$ cat config.mk
export PLATFORM = sky130hd
export DESIGN_NAME = access_control
export DESIGN_NICKNAME = d
export VERILOG_FILES = /design/src/hw/ac_pkg.sv /design/src/hw/ac_ctrl.sv /design/src/hw/ac_outbuf.sv /design/src/hw/ac_stream_out.sv /design/src/hw/access_control.sv
export VERILOG_INCLUDE_DIRS = /design/src /design/src/hw
export SDC_FILE = /design/constraint.sdc
export NUM_CORES = 1
export LEC_CHECK = 0
export BUFFER_PORTS_ARGS = -buffer_cell sky130_fd_sc_hd__buf_2
export CAP_MARGIN = 10
export CORE_ASPECT_RATIO = 1.1
export CORE_MARGIN = 2
export CORE_UTILIZATION = 50
export DETAILED_ROUTE_END_ITERATION = 7
export GPL_TIMING_DRIVEN = 0
export PLACE_DENSITY = 0.68
export SLEW_MARGIN = 20
export SYNTH_ARGS = -nofsm -noshare
export SYNTH_HDL_FRONTEND = slang
export SYNTH_SLANG_ARGS = --single-unit
$ cat constraint.sdc
create_clock -name clk -period 18.5 [get_ports clk]
set_clock_uncertainty 0.2 [all_clocks]
set_input_delay 0.925 -clock clk [delete_from_list [all_inputs] [get_ports clk]]
set_output_delay 0.925 -clock clk [all_outputs]
set_load 0.01 [all_outputs]
$ cat src/hw/ac_params.svh
/* Image, pixel, FIFO and register-file sizes for the access-control block */

`ifndef AC_PARAMS_SVH
`define AC_PARAMS_SVH

// Pixel format and packing
`define AC_PIX_W        24
`define AC_PIX_PER_WORD 2
`define AC_WORD_W       (`AC_PIX_W * `AC_PIX_PER_WORD)

// Small output image so simulation stays short
`define AC_DST_W        8
`define AC_DST_H        4

// Words per output row
`define AC_ROW_WORDS    (`AC_DST_W / `AC_PIX_PER_WORD)

// Power-of-two output FIFO depth in words
`define AC_FIFO_DEPTH   8

// Config register file data width
`define AC_CRF_W        32

`endif

$ cat src/hw/ac_pkg.sv
/* Shared types: stream word, row and column counters, register data, control states */

`include "ac_params.svh"

package ac_pkg;

	// One stream word with pixel 0 in the low bits
	typedef logic [`AC_WORD_W-1:0] pix_word_t;

	// Finished output rows within a frame
	typedef logic [$clog2(`AC_DST_H + 1)-1:0] row_cnt_t;

	// Words read within the current row
	typedef logic [$clog2(`AC_ROW_WORDS + 1)-1:0] col_cnt_t;

	// Write data towards the config register file
	typedef logic [`AC_CRF_W-1:0] crf_data_t;

	// Frame control sequence
	typedef enum logic [1:0] {
		IDLE,
		RUN,
		CLEAR_START,
		SET_END
	} ctrl_state_t;

endpackage

$ cat src/hw/ac_ctrl.sv
/* Frame control: processing flag, time window, output row counting,
   frame-done detection and start/end write-back to the register file */

`timescale 1ns/1ps

`include "ac_params.svh"

module ac_ctrl (
	input  logic              clk,
	input  logic              rst_n,
	input  logic              upstart,
	input  logic              upend,
	input  logic              fin_tvalid,
	input  logic              fin_tready,
	input  logic              fin_tlast,
	output logic              processing,
	output logic              time_window,
	output logic              frame_done,
	output logic              crf_wrt,
	output ac_pkg::crf_data_t crf_wdata
);
	import ac_pkg::*;

	ctrl_state_t state;
	ctrl_state_t state_nxt;
	row_cnt_t    row_cnt;
	logic        row_done;
	logic        start_req;
	logic        clr_start;
	logic        set_end;

	// A row is finished when the last word of it leaves on the final stream
	assign row_done   = fin_tvalid & fin_tready & fin_tlast;
	assign frame_done = row_done & (row_cnt == row_cnt_t'(`AC_DST_H - 1));

	assign processing = (state != IDLE);

	// Host raised start with end clear and nothing is running yet
	assign start_req = upstart & ~upend & ~processing;

	// First write-back clears start, second one sets end
	assign clr_start = processing & frame_done & upstart;
	assign set_end   = (state == CLEAR_START) & ~upstart & ~upend;

	always_comb begin
		state_nxt = state;
		case (state)
			IDLE:
				if (start_req)
					state_nxt = RUN;
			RUN:
				if (clr_start)
					state_nxt = CLEAR_START;
			CLEAR_START:
				if (set_end)
					state_nxt = SET_END;
			// SET_END holds until the host sees the end bit
			default:
				state_nxt = state;
		endcase
		// End set with start clear finishes the frame from any active state
		if (processing & ~upstart & upend)
			state_nxt = IDLE;
	end

	always_ff @(posedge clk or negedge rst_n) begin
		if (!rst_n)
			state <= IDLE;
		else
			state <= state_nxt;
	end

	// Up-sampler may only write between start and frame end
	always_ff @(posedge clk or negedge rst_n) begin
		if (!rst_n)
			time_window <= 1'b0;
		else if (start_req & ~time_window)
			time_window <= 1'b1;
		else if (clr_start)
			time_window <= 1'b0;
	end

	always_ff @(posedge clk or negedge rst_n) begin
		if (!rst_n)
			row_cnt <= '0;
		else if (frame_done)
			row_cnt <= '0;
		else if (row_done)
			row_cnt <= row_cnt + 1'b1;
	end

	always_ff @(posedge clk or negedge rst_n) begin
		if (!rst_n)
			crf_wrt <= 1'b0;
		else
			crf_wrt <= clr_start | set_end;
	end

	// Bit 0 is start, bit 1 is end
	always_ff @(posedge clk) begin
		if (clr_start)
			crf_wdata <= {{(`AC_CRF_W - 2){1'b0}}, upend, 1'b0};
		else if (set_end)
			crf_wdata <= crf_data_t'(2);
	end

endmodule

$ cat src/hw/ac_outbuf.sv
/* Output FIFO for up-sampler words, with a registered head word and a frame clear */

`timescale 1ns/1ps

`include "ac_params.svh"

module ac_outbuf #(
	parameter int DEPTH = `AC_FIFO_DEPTH
) (
	input  logic              clk,
	input  logic              rst_n,
	input  logic              clear,
	input  logic              wvalid,
	input  ac_pkg::pix_word_t wdata,
	input  logic              window,
	input  logic              rd,
	output logic              wready,
	output logic              empty,
	output ac_pkg::pix_word_t rdata
);
	import ac_pkg::*;

	localparam int AW = $clog2(DEPTH);

	pix_word_t     mem [DEPTH];
	logic [AW:0]   wr_ptr;
	logic [AW:0]   rd_ptr;
	logic          mem_empty;
	logic          mem_full;
	logic          head_valid;
	logic          head_load;
	logic          wr_en;
	logic          hold_full;

	assign mem_empty = (wr_ptr == rd_ptr);
	assign mem_full  = (wr_ptr[AW] != rd_ptr[AW]) && (wr_ptr[AW-1:0] == rd_ptr[AW-1:0]);

	// Looks full for one cycle after reset
	assign wready = ~mem_full & ~hold_full;

	// Words offered outside the window are dropped
	assign wr_en = wvalid & wready & window;

	// Refill the head register when it is free or being read
	assign head_load = ~mem_empty & (~head_valid | rd);

	assign empty = ~head_valid;

	always_ff @(posedge clk or negedge rst_n) begin
		if (!rst_n)
			hold_full <= 1'b1;
		else
			hold_full <= 1'b0;
	end

	always_ff @(posedge clk or negedge rst_n) begin
		if (!rst_n) begin
			wr_ptr     <= '0;
			rd_ptr     <= '0;
			head_valid <= 1'b0;
		end else if (clear) begin
			wr_ptr     <= '0;
			rd_ptr     <= '0;
			head_valid <= 1'b0;
		end else begin
			if (wr_en)
				wr_ptr <= wr_ptr + 1'b1;
			if (head_load) begin
				rd_ptr     <= rd_ptr + 1'b1;
				head_valid <= 1'b1;
			end else if (rd) begin
				head_valid <= 1'b0;
			end
		end
	end

	always_ff @(posedge clk) begin
		if (wr_en)
			mem[wr_ptr[AW-1:0]] <= wdata;
		if (head_load)
			rdata <= mem[rd_ptr[AW-1:0]];
	end

endmodule

$ cat src/hw/ac_stream_out.sv
/* Stream master side: FIFO read control, row word counting,
   registered valid, last and pixel-reversed data */

`timescale 1ns/1ps

`include "ac_params.svh"

module ac_stream_out (
	input  logic              clk,
	input  logic              rst_n,
	input  logic              clear,
	input  logic              window,
	input  logic              empty,
	input  ac_pkg::pix_word_t rdata,
	input  logic              m_tready,
	output logic              rd,
	output logic              m_tvalid,
	output ac_pkg::pix_word_t m_tdata,
	output logic              m_tlast
);
	import ac_pkg::*;

	col_cnt_t  col_cnt;
	logic      row_end;
	pix_word_t rev_data;

	// Pull a word when the output slot is free or emptying this cycle
	assign rd = ~empty & window & (~m_tvalid | m_tready);

	// Word being read is the last one of its row
	assign row_end = (col_cnt == col_cnt_t'(`AC_ROW_WORDS - 1));

	// Output pixel i takes stored pixel PIX_PER_WORD-1-i
	always_comb begin
		for (int i = 0; i < `AC_PIX_PER_WORD; i++) begin
			rev_data[i*`AC_PIX_W +: `AC_PIX_W] =
				rdata[(`AC_PIX_PER_WORD - 1 - i)*`AC_PIX_W +: `AC_PIX_W];
		end
	end

	always_ff @(posedge clk or negedge rst_n) begin
		if (!rst_n)
			col_cnt <= '0;
		else if (clear)
			col_cnt <= '0;
		else if (rd) begin
			if (row_end)
				col_cnt <= '0;
			else
				col_cnt <= col_cnt + 1'b1;
		end
	end

	// Valid and last hold until the sink accepts
	always_ff @(posedge clk or negedge rst_n) begin
		if (!rst_n) begin
			m_tvalid <= 1'b0;
			m_tlast  <= 1'b0;
		end else if (rd) begin
			m_tvalid <= 1'b1;
			m_tlast  <= row_end;
		end else if (m_tready) begin
			m_tvalid <= 1'b0;
			m_tlast  <= 1'b0;
		end
	end

	always_ff @(posedge clk) begin
		if (rd)
			m_tdata <= rev_data;
	end

endmodule

$ cat src/hw/access_control.sv
/* Access-control top level: frame control, output FIFO and stream master */

`timescale 1ns/1ps

`include "ac_params.svh"

module access_control (
	input  logic              clk,
	input  logic              rst_n,

	// Config register file
	input  logic              upstart,
	input  logic              upend,
	output logic              crf_wrt,
	output ac_pkg::crf_data_t crf_wdata,
	output logic              processing,

	// Up-sampler write side
	input  logic              upsp_wvalid,
	input  ac_pkg::pix_word_t upsp_wdata,
	output logic              upsp_wready,
	output logic              upsp_reset,

	// Stream master
	output logic              m_tvalid,
	output ac_pkg::pix_word_t m_tdata,
	output logic              m_tlast,
	input  logic              m_tready,

	// Final output stream, observed only
	input  logic              fin_tvalid,
	input  logic              fin_tready,
	input  logic              fin_tlast
);
	import ac_pkg::*;

	logic      time_window;
	logic      frame_done;
	logic      buf_empty;
	logic      buf_rd;
	pix_word_t buf_rdata;

	// Frame end also restarts the up-sampler
	assign upsp_reset = frame_done;

	ac_ctrl ctrl_i (
		.clk         (clk),
		.rst_n       (rst_n),
		.upstart     (upstart),
		.upend       (upend),
		.fin_tvalid  (fin_tvalid),
		.fin_tready  (fin_tready),
		.fin_tlast   (fin_tlast),
		.processing  (processing),
		.time_window (time_window),
		.frame_done  (frame_done),
		.crf_wrt     (crf_wrt),
		.crf_wdata   (crf_wdata)
	);

	ac_outbuf #(
		.DEPTH (`AC_FIFO_DEPTH)
	) outbuf_i (
		.clk    (clk),
		.rst_n  (rst_n),
		.clear  (frame_done),
		.wvalid (upsp_wvalid),
		.wdata  (upsp_wdata),
		.window (time_window),
		.rd     (buf_rd),
		.wready (upsp_wready),
		.empty  (buf_empty),
		.rdata  (buf_rdata)
	);

	ac_stream_out stream_out_i (
		.clk      (clk),
		.rst_n    (rst_n),
		.clear    (frame_done),
		.window   (time_window),
		.empty    (buf_empty),
		.rdata    (buf_rdata),
		.m_tready (m_tready),
		.rd       (buf_rd),
		.m_tvalid (m_tvalid),
		.m_tdata  (m_tdata),
		.m_tlast  (m_tlast)
	);

endmodule

# --- Yosys cells after proc, flatten, opt, wreduce, memory -nomap -nowiden ---
# Memories as Yosys holds them, arrays and structs flattened. A register that Yosys moved wholly into a read port is not among the register bits.
# Cells that the tools add are included.
word_totals:
  regBits: 71
  ramBits: 384
  out_inout_bits: 86
  elab_cells: 97
  memories: 1
classes:
  addsub: 4
  n_eq_ne: 10
  mux: 26
  bitwise_logic: 30
  reduce_logical: 13
mem_list:
  columns: ["memory", "depth", "width", "read_ports", "rd_clocked_by_memory_dff", "write_ports", "line_no", "text"]
  rows:
  - ["outbuf_i.mem", 8, 48, 1, 1, 1, "ac_outbuf.sv:25", "pix_word_t mem [DEPTH];"]
ops:
  columns: ["operator", "n"]
  rows:
  - ["AND 1 bit", 18]
  - ["2-to-1 mux 4 bit", 4]
  - ["nonzero test 2 bit", 8]
  - ["2-to-1 mux 3 bit", 5]
  - ["2-to-1 mux 2 bit", 6]
  - ["2-to-1 mux 1 bit", 10]
  - ["inverter 1 bit", 9]
  - ["adder 4 x 1 -> 4 bit, second input constant", 2]
  - ["adder 3 x 1 -> 3 bit, second input constant", 2]
  - ["equality test 3 x 2 -> 1 bit, second input constant", 2]
  - ["!= test 3 x 1 -> 1 bit, second input constant", 2]
  - ["one-hot mux 2 bit (3 select lines)", 1]
  - ["equality test 4 bit", 1]
  - ["AND reduction 4 bit", 1]
  - ["nonzero test 4 bit", 1]
  - ["equality test 3 bit", 1]
  - ["!= test 3 x 2 -> 1 bit, second input constant", 1]
  - ["OR 1 bit", 3]
  - ["nonzero test 3 bit", 1]
  - ["equality test 2 x 1 -> 1 bit, second input constant", 1]
  - ["equality test 2 bit, second input constant", 1]
  - ["logical NOT 2 bit", 1]
  - ["logical AND 1 bit", 1]
  - ["!= test 1 bit", 1]

# --- Logic depth before layout (Yosys ltp) ---
# Gate-level depths: netlist of the first run.
logic_depth:
  depth_word: 8
  depth_mapped: 7
  depth_no_buf: 7

# --- Cells and area by module ---
# Synthesis of the first run repeated with hierarchy kept, for this count alone.
unflattened:
  hier_cells: 821
  hier_area_um2: 18915.6
modules_own_cells:
  columns: ["module", "instances", "cells_each", "area_per_inst_um2", "seq_area_each_um2"]
  rows:
  - ["ac_outbuf", 1, 674, 16502.1, 13223.9]
  - ["ac_stream_out", 1, 71, 1704.1, 1566.5]
  - ["ac_ctrl", 1, 76, 709.4, 205.2]

# --- Worst setup path after synthesis of the first run ---
# Ideal clock, no wire load.
synth_path:
  path_kind: "input -> register"
  startpoint: "in upsp_wvalid"
  endpoint: "mem outbuf_i.mem[2][0] (netlist name), enable pin"
  t_arrival_ps: 6362
  required_ps: 17711
  slack_ps: 11349
  path_stages: 3
  path_buffers: 0
  path_cell_list: "nor2b_1 -> nand3_4 -> nor4b_1"
synth_between:
  elab_chain_len: 4
synth_rtl:
  columns: ["item", "line_no", "text"]
  rows:
  - ["from (decl)", "access_control.sv:19", "input logic upsp_wvalid,"]
  - ["AND 1 bit (2 in a row)", "ac_outbuf.sv:42", "assign wr_en = wvalid & wready & window;"]
  - ["2-to-1 mux 1 bit", "ac_outbuf.sv:78", "if (wr_en)"]
  - ["2-to-1 mux 1 bit (not written as such)", "ac_outbuf.sv:79", "mem[wr_ptr[AW-1:0]] <= wdata;"]
  - ["to (decl)", "ac_outbuf.sv:25", null]
# No other way between the ends.

# --- Worst setup path in the final report of the first run ---
layout_path:
  startpoint: "in fin_tvalid"
  endpoint: "out upsp_reset"
layout_between:
  elab_chain_len: 3
layout_rtl:
  columns: ["item", "line_no", "text"]
  rows:
  - ["from (decl)", "access_control.sv:31", "input logic fin_tvalid,"]
  - ["AND 1 bit (2 in a row)", "ac_ctrl.sv:33", "assign row_done = fin_tvalid & fin_tready & fin_tlast;"]
  - ["AND 1 bit", "ac_ctrl.sv:34", "assign frame_done = row_done & (row_cnt == row_cnt_t'(`AC_DST_H - 1));"]
  - ["to (decl)", "access_control.sv:22", "output logic upsp_reset,"]
# No other way between the ends.

==> results of run 1 <==
[per-layer routing]
metal | global-route usage, % | wire (um)
met4 | 4.55 | 560
met2 | 30.2 | 17600
met5 | 0 | 44
met3 | 3.45 | 1890
met1 | 26.0 | 15100
[worst min path at each step]
| stage | to | slack [ns] | cells after the start | startpoint |
|---|---|---|---|---|
| finish | ctrl_i.state[1]$_DFFE_PN0P_ | 0.13 | 1 | rst_n |
| CTS | outbuf_i.wr_ptr[1]$_DFFE_PN0P_ | 0.13 | 1 | rst_n |
| detailed placement | stream_out_i.m_tdata[0]$_DFFE_PP_ | 0.20 | 0 | outbuf_i.rdata[24]$_DFFE_PP_ |
| global placement | stream_out_i.m_tdata[41]$_DFFE_PP_ | 0.20 | 0 | outbuf_i.rdata[17]$_DFFE_PP_ |
| global route | outbuf_i.wr_ptr[1]$_DFFE_PN0P_ | 0.18 | 1 | rst_n |
| floorplan | stream_out_i.m_tdata[0]$_DFFE_PP_ | 0.20 | 0 | outbuf_i.rdata[24]$_DFFE_PP_ |
[through the flow]
step	instance area, um^2	setup slack, ns	util [%]	cells
final	22200	14.76	59.9	1601
after global routing	22200	14.47	59.9	1600
after CTS	22200	14.72	59.9	1599
after detailed placement	20700	14.72	55.7	1514
after global placement	20100	6.23	54.1	1451
after floorplan	18900	11.35	-	846
[cells by family after synthesis]
| family | count (synthesis) | synth area share (%) |
|---|---|---|
| flip-flops | 503 | 79.8 |
| multiplexers | 147 | 14.5 |
| buffers and inverters | 72 | 2.36 |
| AND/OR/NAND/NOR | 54 | 1.64 |
| AO/OA/AOI/OAI | 22 | 0.772 |
| adder cells (fa/ha/maj) | 8 | 0.532 |
| XOR/XNOR | 8 | 0.373 |
| other | 1 | 0.0199 |
[power by group through the flow]
stage               logic (mW)  clock network (mW)  registers (mW)
detailed placement       0.933                   0            1.61
CTS                      0.936               0.983            1.59
finish                   0.913               0.963            1.58
global route             0.995                1.03            1.60
global placement         0.847                   0            1.63
floorplan                0.568                   0            1.63
[cell usage in the layout (no fill, tap or decap), types with 4 or more instances in the layout]
cell type / count
sky130_fd_sc_hd__conb_1: 32
sky130_fd_sc_hd__inv_1: 8
sky130_fd_sc_hd__buf_4: 57
sky130_fd_sc_hd__nand3_1: 4
sky130_fd_sc_hd__bufinv_16: 5
sky130_fd_sc_hd__ha_1: 8
sky130_fd_sc_hd__clkinv_1: 9
sky130_fd_sc_hd__buf_2: 149
sky130_fd_sc_hd__clkbuf_1: 24
sky130_fd_sc_hd__dfrtp_1: 21
sky130_fd_sc_hd__clkbuf_16: 50
sky130_fd_sc_hd__a21oi_1: 5
sky130_fd_sc_hd__edfxtp_1: 481
sky130_fd_sc_hd__mux4_2: 96
sky130_fd_sc_hd__nor2_1: 8
sky130_fd_sc_hd__mux2_2: 48
sky130_fd_sc_hd__xor2_1: 5
sky130_fd_sc_hd__buf_6: 11
sky130_fd_sc_hd__nand2_1: 13
sky130_fd_sc_hd__clkinv_2: 5
[critical path: cells and delay by family]
kind          cells  cell delay, ns
simple gates      2            0.87
buf+inv           3            0.81
[flip-flops by register name, summed over array words and instances (netlist names)]
register / cells
ctrl_i.crf_wdata: 1
ctrl_i.crf_wrt: 1
ctrl_i.row_cnt: 3
ctrl_i.state: 2
ctrl_i.time_window: 1
outbuf_i.head_valid: 1
outbuf_i.hold_full: 1
outbuf_i.mem: 384
outbuf_i.rd_ptr: 4
outbuf_i.rdata: 48
outbuf_i.wr_ptr: 4
stream_out_i.col_cnt: 3
stream_out_i.m_tdata: 48
stream_out_i.m_tlast: 1
stream_out_i.m_tvalid: 1
[area by class of cell]
cell class / count / area [um^2] / area share [%]
repair buffers: 174 / 1080 / 4.85
inverters: 9 / 36.3 / 0.163
clock buffers: 60 / 1290 / 5.80
diodes: 2 / 5.00 / 0.0225
multi-input cells: 271 / 3530 / 15.9
plain buffers: 63 / 410 / 1.85
well taps: 494 / 618 / 2.78
flip-flops and latches: 503 / 15000 / 67.5
clock inverters: 25 / 265 / 1.19
==> results.cfg, run 1 <==
[routing]
route.detailed.drc = 0
drt_iter0_markers = 772
postRouteWirelength_mm = 35.2
post_drt_via_cell_ratio = 5.36
wl_per_cell_um = 22.0
firstDrtPassIters = 5
route.antenna.remaining_nets = 0
num_vias = 8582

[timing]
slew_violations = 0
final_hold_slack_ns = 0.133
rsz0062_at_grt = no
slew_headroom_pct = 41.1
achievable-frequency_mhz = 267
final_critical_period_ns = 3.74
timing_hold_violations_final = 0
tightest_slew_ns = 0.883
report.final.setup_viol = 0
timing.setup.tns_ns = 0
fin_crit_sh_pct = 20.2

[clock_network]
ctsLongestPathBuffers = 3
cts.sinks = 503
post_cts.resized_instances = 0
clkSlewWorstSetupHoldPaths_ns = 0.06
cts.htree.levels = 2
post-cts-setup-buffers = 0
cts-hold-fix-buffers = 0
clk-insertion-delay-late_ns = 0.56
cts_inserted_buffers = 48
library_cell_used_as_clock_root_buffer = sky130_fd_sc_hd__clkbuf_16
cts_tree = done

[power]
p_leak_nw = 7.70
clockPowerShare_pct = 27.8
power.share.switching_pct = 27.3
comb_power_share_pct = 26.4
report.power.total_mw = 3.46
seq_power_share_pct = 45.8
switchingPower_mw = 0.944
int_pwr_mw = 2.52
worst_ir_drop_on_vdd_mv = 0.0819
power.density_mw_per_mm2 = 156

[worst_setup_path]
worstRegToRegCells = 9
worst_setup_path_startpoint = fin_tvalid
worst-endpoint-required_ns = 17.38
worst_r2r_endpoint = outbuf_i.mem[6][35]$_DFFE_PP_
timing.critical_path.mode_cell = sky130_fd_sc_hd__buf_2
r2r-start = outbuf_i.rd_ptr[0]$_DFFE_PN0P_
critical_path.startpoint_type = input port
worst_setup_path_endpoint = upsp_reset
crit_type = in2out
chain_of_cells_forming_the_critical_path = buf_2 -> nand3_1 -> nor3_1 -> clkbuf_1 -> buf_2
crit_path_end_kind = output pin
critPathSlowestCell = sky130_fd_sc_hd__nor3_1
crit_path_max_incr_delay_ns = 0.68
crit_fanout = 10
timing.critical_path.arrival_ns = 2.61
rrSetupSlack_ns = 15.24

[global_route]
antenna_violations_before_repair = 5
grt_first_pass_wirelength_mm = 53.9
grt_start_max_net_pins = 43
first_global_vias = 8856
global_route.overflow_total = 0
grt_usage_pct = 18.5

[synth]
number_of_distinct_library_cells_after_synthesis = 46
synthTopCellsByArea = sky130_fd_sc_hd__edfxtp_1 77%, sky130_fd_sc_hd__mux4_2 12%, sky130_fd_sc_hd__mux2_2 2.9%
postSynthCellCount = 815
post-synth-top-area-fraction_pct = 76.8
post-synth-top-area-cell = sky130_fd_sc_hd__edfxtp_1
synthMostInstantiatedCell = sky130_fd_sc_hd__edfxtp_1
synth_enable_flop_cells = 481
list_of_most_frequent_post_synthesis_cells = 481 x sky130_fd_sc_hd__edfxtp_1, 96 x sky130_fd_sc_hd__mux4_2, 48 x sky130_fd_sc_hd__mux2_2, 35 x sky130_fd_sc_hd__buf_4, 21 x sky130_fd_sc_hd__dfrtp_1
yosys_warnings = 0
ys_seq_elements = 503
synth_sequential_area_ratio_pct = 79.8
synthArstFlopShare_pct = 4.37
ys_dominant_reg_cell = sky130_fd_sc_hd__edfxtp_1
netlist_area_mm2 = 0.0188
avgSynthCellArea_um2 = 23.1

[cells_and_area]
drive_above_1_share_pct = 40.8
finish.net_count = 1135
fillerInstances = 2606
syn_to_final_growth_pct = 18.2

[die]
core_area_mm2 = 0.0371
fp.dieArea_mm2 = 0.0392
num_io_pins = 143
row_count = 74
die_width_um = 189
initial_core_util_pct = 50.6
floorplan.die.height_um = 207

[job]
max_cap_viol_count = 0

[outcome]
status = complete, no violations

[placement]
io_buffer_count = 111
globalplace.congestion = 0.731
dp_hpwl_mm = 23.4

[worst_hold_path]
worst_hold_path_type = in2async
Power figures use the tool's default switching activity.
==> run 2: changes to the inputs <==
Settings changed: ABC_AREA set to 1.
Clock period 18.5 ns to 3.63 ns, I/O delays scaled along.
==> run 2 against run 1 <==
Compared with the run above:
- critical path depth increased by 6
- die area increased by 3.2%
- global-route usage increased by 3.7 points
- count of clock-buffer cells in the layout increased by 2
- clock power increased to 5.2 times the previous value
- register-to-register slack got worse by 15 ns
- sequential share of layout area decreased by 3.4 points
- design area increased by 5.2%
- hold slack got worse by 0.12 ns
- final cell count increased by 41%
- highest routed layer is now met4
==> results.cfg, run 2 <==
[synth]
list_of_most_frequent_post_synthesis_cells = 481 x sky130_fd_sc_hd__edfxtp_1, 254 x sky130_fd_sc_hd__nor2_1, 189 x sky130_fd_sc_hd__nand2_1, 162 x sky130_fd_sc_hd__o21ai_0, 52 x sky130_fd_sc_hd__a21oi_1
synthMostInstantiatedCell = sky130_fd_sc_hd__edfxtp_1
ys_dominant_reg_cell = sky130_fd_sc_hd__edfxtp_1
avgSynthCellArea_um2 = 13.5
synthArstFlopShare_pct = 4.37
synth_enable_flop_cells = 481
ys_seq_elements = 503
postSynthCellCount = 1442
number_of_distinct_library_cells_after_synthesis = 32
synthTopCellsByArea = sky130_fd_sc_hd__edfxtp_1 74%, sky130_fd_sc_hd__nor2_1 4.9%, sky130_fd_sc_hd__o21ai_0 4.2%
synth_sequential_area_ratio_pct = 77.2
post-synth-top-area-fraction_pct = 74.4
post-synth-top-area-cell = sky130_fd_sc_hd__edfxtp_1
yosys_warnings = 0
netlist_area_mm2 = 0.0194

[routing]
dr_wl_met3_mm = 3.07
dr.max_layer_used = met4
route.detailed.drc = 0
post_drt_via_cell_ratio = 5.40
met2WireLength_mm = 21.6
num_vias = 12200
route.antenna.remaining_nets = 0
postRouteWirelength_mm = 44.0
wl_per_cell_um = 19.5
firstDrtPassIters = 8
wirelength_met1_mm = 18.0
drt_iter0_markers = 1176

[global_route]
grt_first_pass_wirelength_mm = 67.8
grt_start_max_net_pins = 49
first_global_vias = 11900
grt_usage_pct = 22.2
antenna_violations_before_repair = 2
global_route.overflow_total = 0

[cells_and_area]
largest_register_ff_count = 384
layout.cells.non_filler = 2261
drive_above_1_share_pct = 17.5
most_frequent_standard_cell_in_the_layout_excluding_fill_and_tap_cells = sky130_fd_sc_hd__edfxtp_1
finish.utilization_pct = 61.2
most-common-layout-cells = 481 x sky130_fd_sc_hd__edfxtp_1, 252 x sky130_fd_sc_hd__nor2_1, 189 x sky130_fd_sc_hd__nand2_1
syn_to_final_growth_pct = 20.5
fillerInstances = 2869
finish.net_count = 1786

[timing]
slew_violations = 0
slew_headroom_pct = 49.0
tightest_slew_ns = 0.765
timing_hold_violations_final = 0
final_critical_period_ns = 3.09
achievable-frequency_mhz = 323
rsz0062_at_grt = no
fin_crit_sh_pct = 85.2
post-route-worst-setup-slack_ns = 0.536
report.final.setup_viol = 0
timing.setup.tns_ns = 0

[worst_setup_path]
crit_type = reg2reg
worst-endpoint-required_ns = 3.70
crit_path_end_kind = flop
timing.critical_path.arrival_ns = 3.16
critical_path.startpoint_type = flop
worstRegToRegCells = 11
crit_fanout = 10

[job]
max_cap_viol_count = 0

[die]
die_width_um = 192
initial_core_util_pct = 50.8
floorplan.die.height_um = 211
fp.dieArea_mm2 = 0.0404
num_io_pins = 143
core_area_mm2 = 0.0382
row_count = 75

[power]
worst_ir_drop_on_vdd_mv = 0.504
clockPowerShare_pct = 26.5
int_pwr_mw = 12.4
switchingPower_mw = 6.38
p_leak_nw = 8.60
power.density_mw_per_mm2 = 803
seq_power_share_pct = 42.9
report.power.total_mw = 18.8
power.share.switching_pct = 34.0
comb_power_share_pct = 30.7

[worst_hold_path]
holdPathStages = 5
worst_hold_path_type = in2reg

[outcome]
status = complete, no violations

[clock_network]
library_cell_used_as_clock_root_buffer = sky130_fd_sc_hd__clkbuf_16
cts.sinks = 503
post-cts-setup-buffers = 0
clk-insertion-delay-late_ns = 0.57
cts.htree.levels = 2
cts_tree = done
ctsLongestPathBuffers = 3
cts-hold-fix-buffers = 58
cts_inserted_buffers = 48
clkSlewWorstSetupHoldPaths_ns = 0.06
post_cts.resized_instances = 0

[placement]
io_buffer_count = 111
globalplace.congestion = 0.784
dpl.cell_count = 2113
pre_cts_slack_ns = 0.560
dp_hpwl_mm = 28.0
[run 2: cell count changes after synthesis, sizes merged, moves of 33 or more]
cell,previous run,this run
a31oi,0,49
buf,49,82
nor2,10,254
mux2,48,0
nand2,13,192
o21ai,5,195
mux4,96,0
a21oi,6,52
[run 2: layer usage]
| layer | GRT usage, % | vias up |
|---|---|---|
| met5 | 0 | - |
| met4 | 8.12 | 0 |
| met3 | 3.92 | 92 |
| met2 | 37.2 | 508 |
| met1 | 29.2 | 5940 |
| li1 | - | 5669 |
[run 2: final timing paths]
kind                       slack [ns]                      startpoint                             endpoint
max in group asynchronous        2.30                           rst_n  stream_out_i.col_cnt[1]$_DFFE_PN0P_
min in group asynchronous        0.46                           rst_n         outbuf_i.hold_full$_DFF_PN1_
max                              0.54  outbuf_i.rd_ptr[1]$_DFFE_PN0P_        outbuf_i.mem[3][34]$_DFFE_PP_
min reg2reg                      0.21    outbuf_i.rdata[35]$_DFFE_PP_   stream_out_i.m_tdata[11]$_DFFE_PP_
max reg2reg                      0.54  outbuf_i.rd_ptr[1]$_DFFE_PN0P_        outbuf_i.mem[3][34]$_DFFE_PP_
min                              0.01                      fin_tvalid  stream_out_i.col_cnt[0]$_DFFE_PN0P_
[run 2: metrics by stage]
stage | cell area [um^2] | hold WS, ns
2_1_floorplan | 19500 | -0.314
3_3_place_gp | 20700 | -0.0221
3_5_place_dp | 21300 | -0.0145
4_1_cts | 23400 | 0.0151
5_1_grt | 23400 | 0.0457
6_report | 23400 | 0.0143
[run 2: power groups by stage]
stage	clock network, mW	logic, mW	registers (mW)
floorplan	0	3.27	8.33
detailed placement	0	5.70	8.17
finish	4.97	5.76	8.05
global route	5.26	6.39	8.14
global placement	0	5.35	8.23
CTS	5.03	5.78	8.06
[run 2: critical path, stage by stage, from the launching register on]
cell and delay [ns]:
sky130_fd_sc_hd__dfrtp_1 0.35, sky130_fd_sc_hd__buf_2 0.33, sky130_fd_sc_hd__inv_2 0.18, sky130_fd_sc_hd__nand2_1 0.09, sky130_fd_sc_hd__nand2_1 0.08, sky130_fd_sc_hd__nand4_2 0.13, sky130_fd_sc_hd__nand3_2 0.13, sky130_fd_sc_hd__buf_6 0.21
sky130_fd_sc_hd__nor3_4 0.50, sky130_fd_sc_hd__buf_8 0.23, sky130_fd_sc_hd__buf_8 0.18, sky130_fd_sc_hd__buf_8 0.17
[run 2: kinds of logic (layout without fill, tap and decap cells)]
family | count (synthesis) | in the layout | synth area share [%]
DFF | 503 | 503 | 77.2
other | 1 | 34 | 0.0193
adders and majority gates | 8 | 8 | 0.516
AOI/OAI and AO/OA | 299 | 299 | 8.05
and+or+nand+nor | 481 | 481 | 9.87
xor gates and xnor gates | 5 | 5 | 0.226
buffers and inverters | 145 | 431 | 4.08
[run 2: cell type report]
type                    instances  area, um^2  area share (%)
diodes                          2        5.00          0.0214
plain buffers                 111         659            2.82
clock inverters                26         264            1.13
well taps                     500         626            2.67
inverters                      34         138           0.588
clock buffers                  62        1300            5.54
flip-flops and latches        503       15000            64.1
multi-input cells             825        3800            16.2
repair buffers                198        1610            6.89
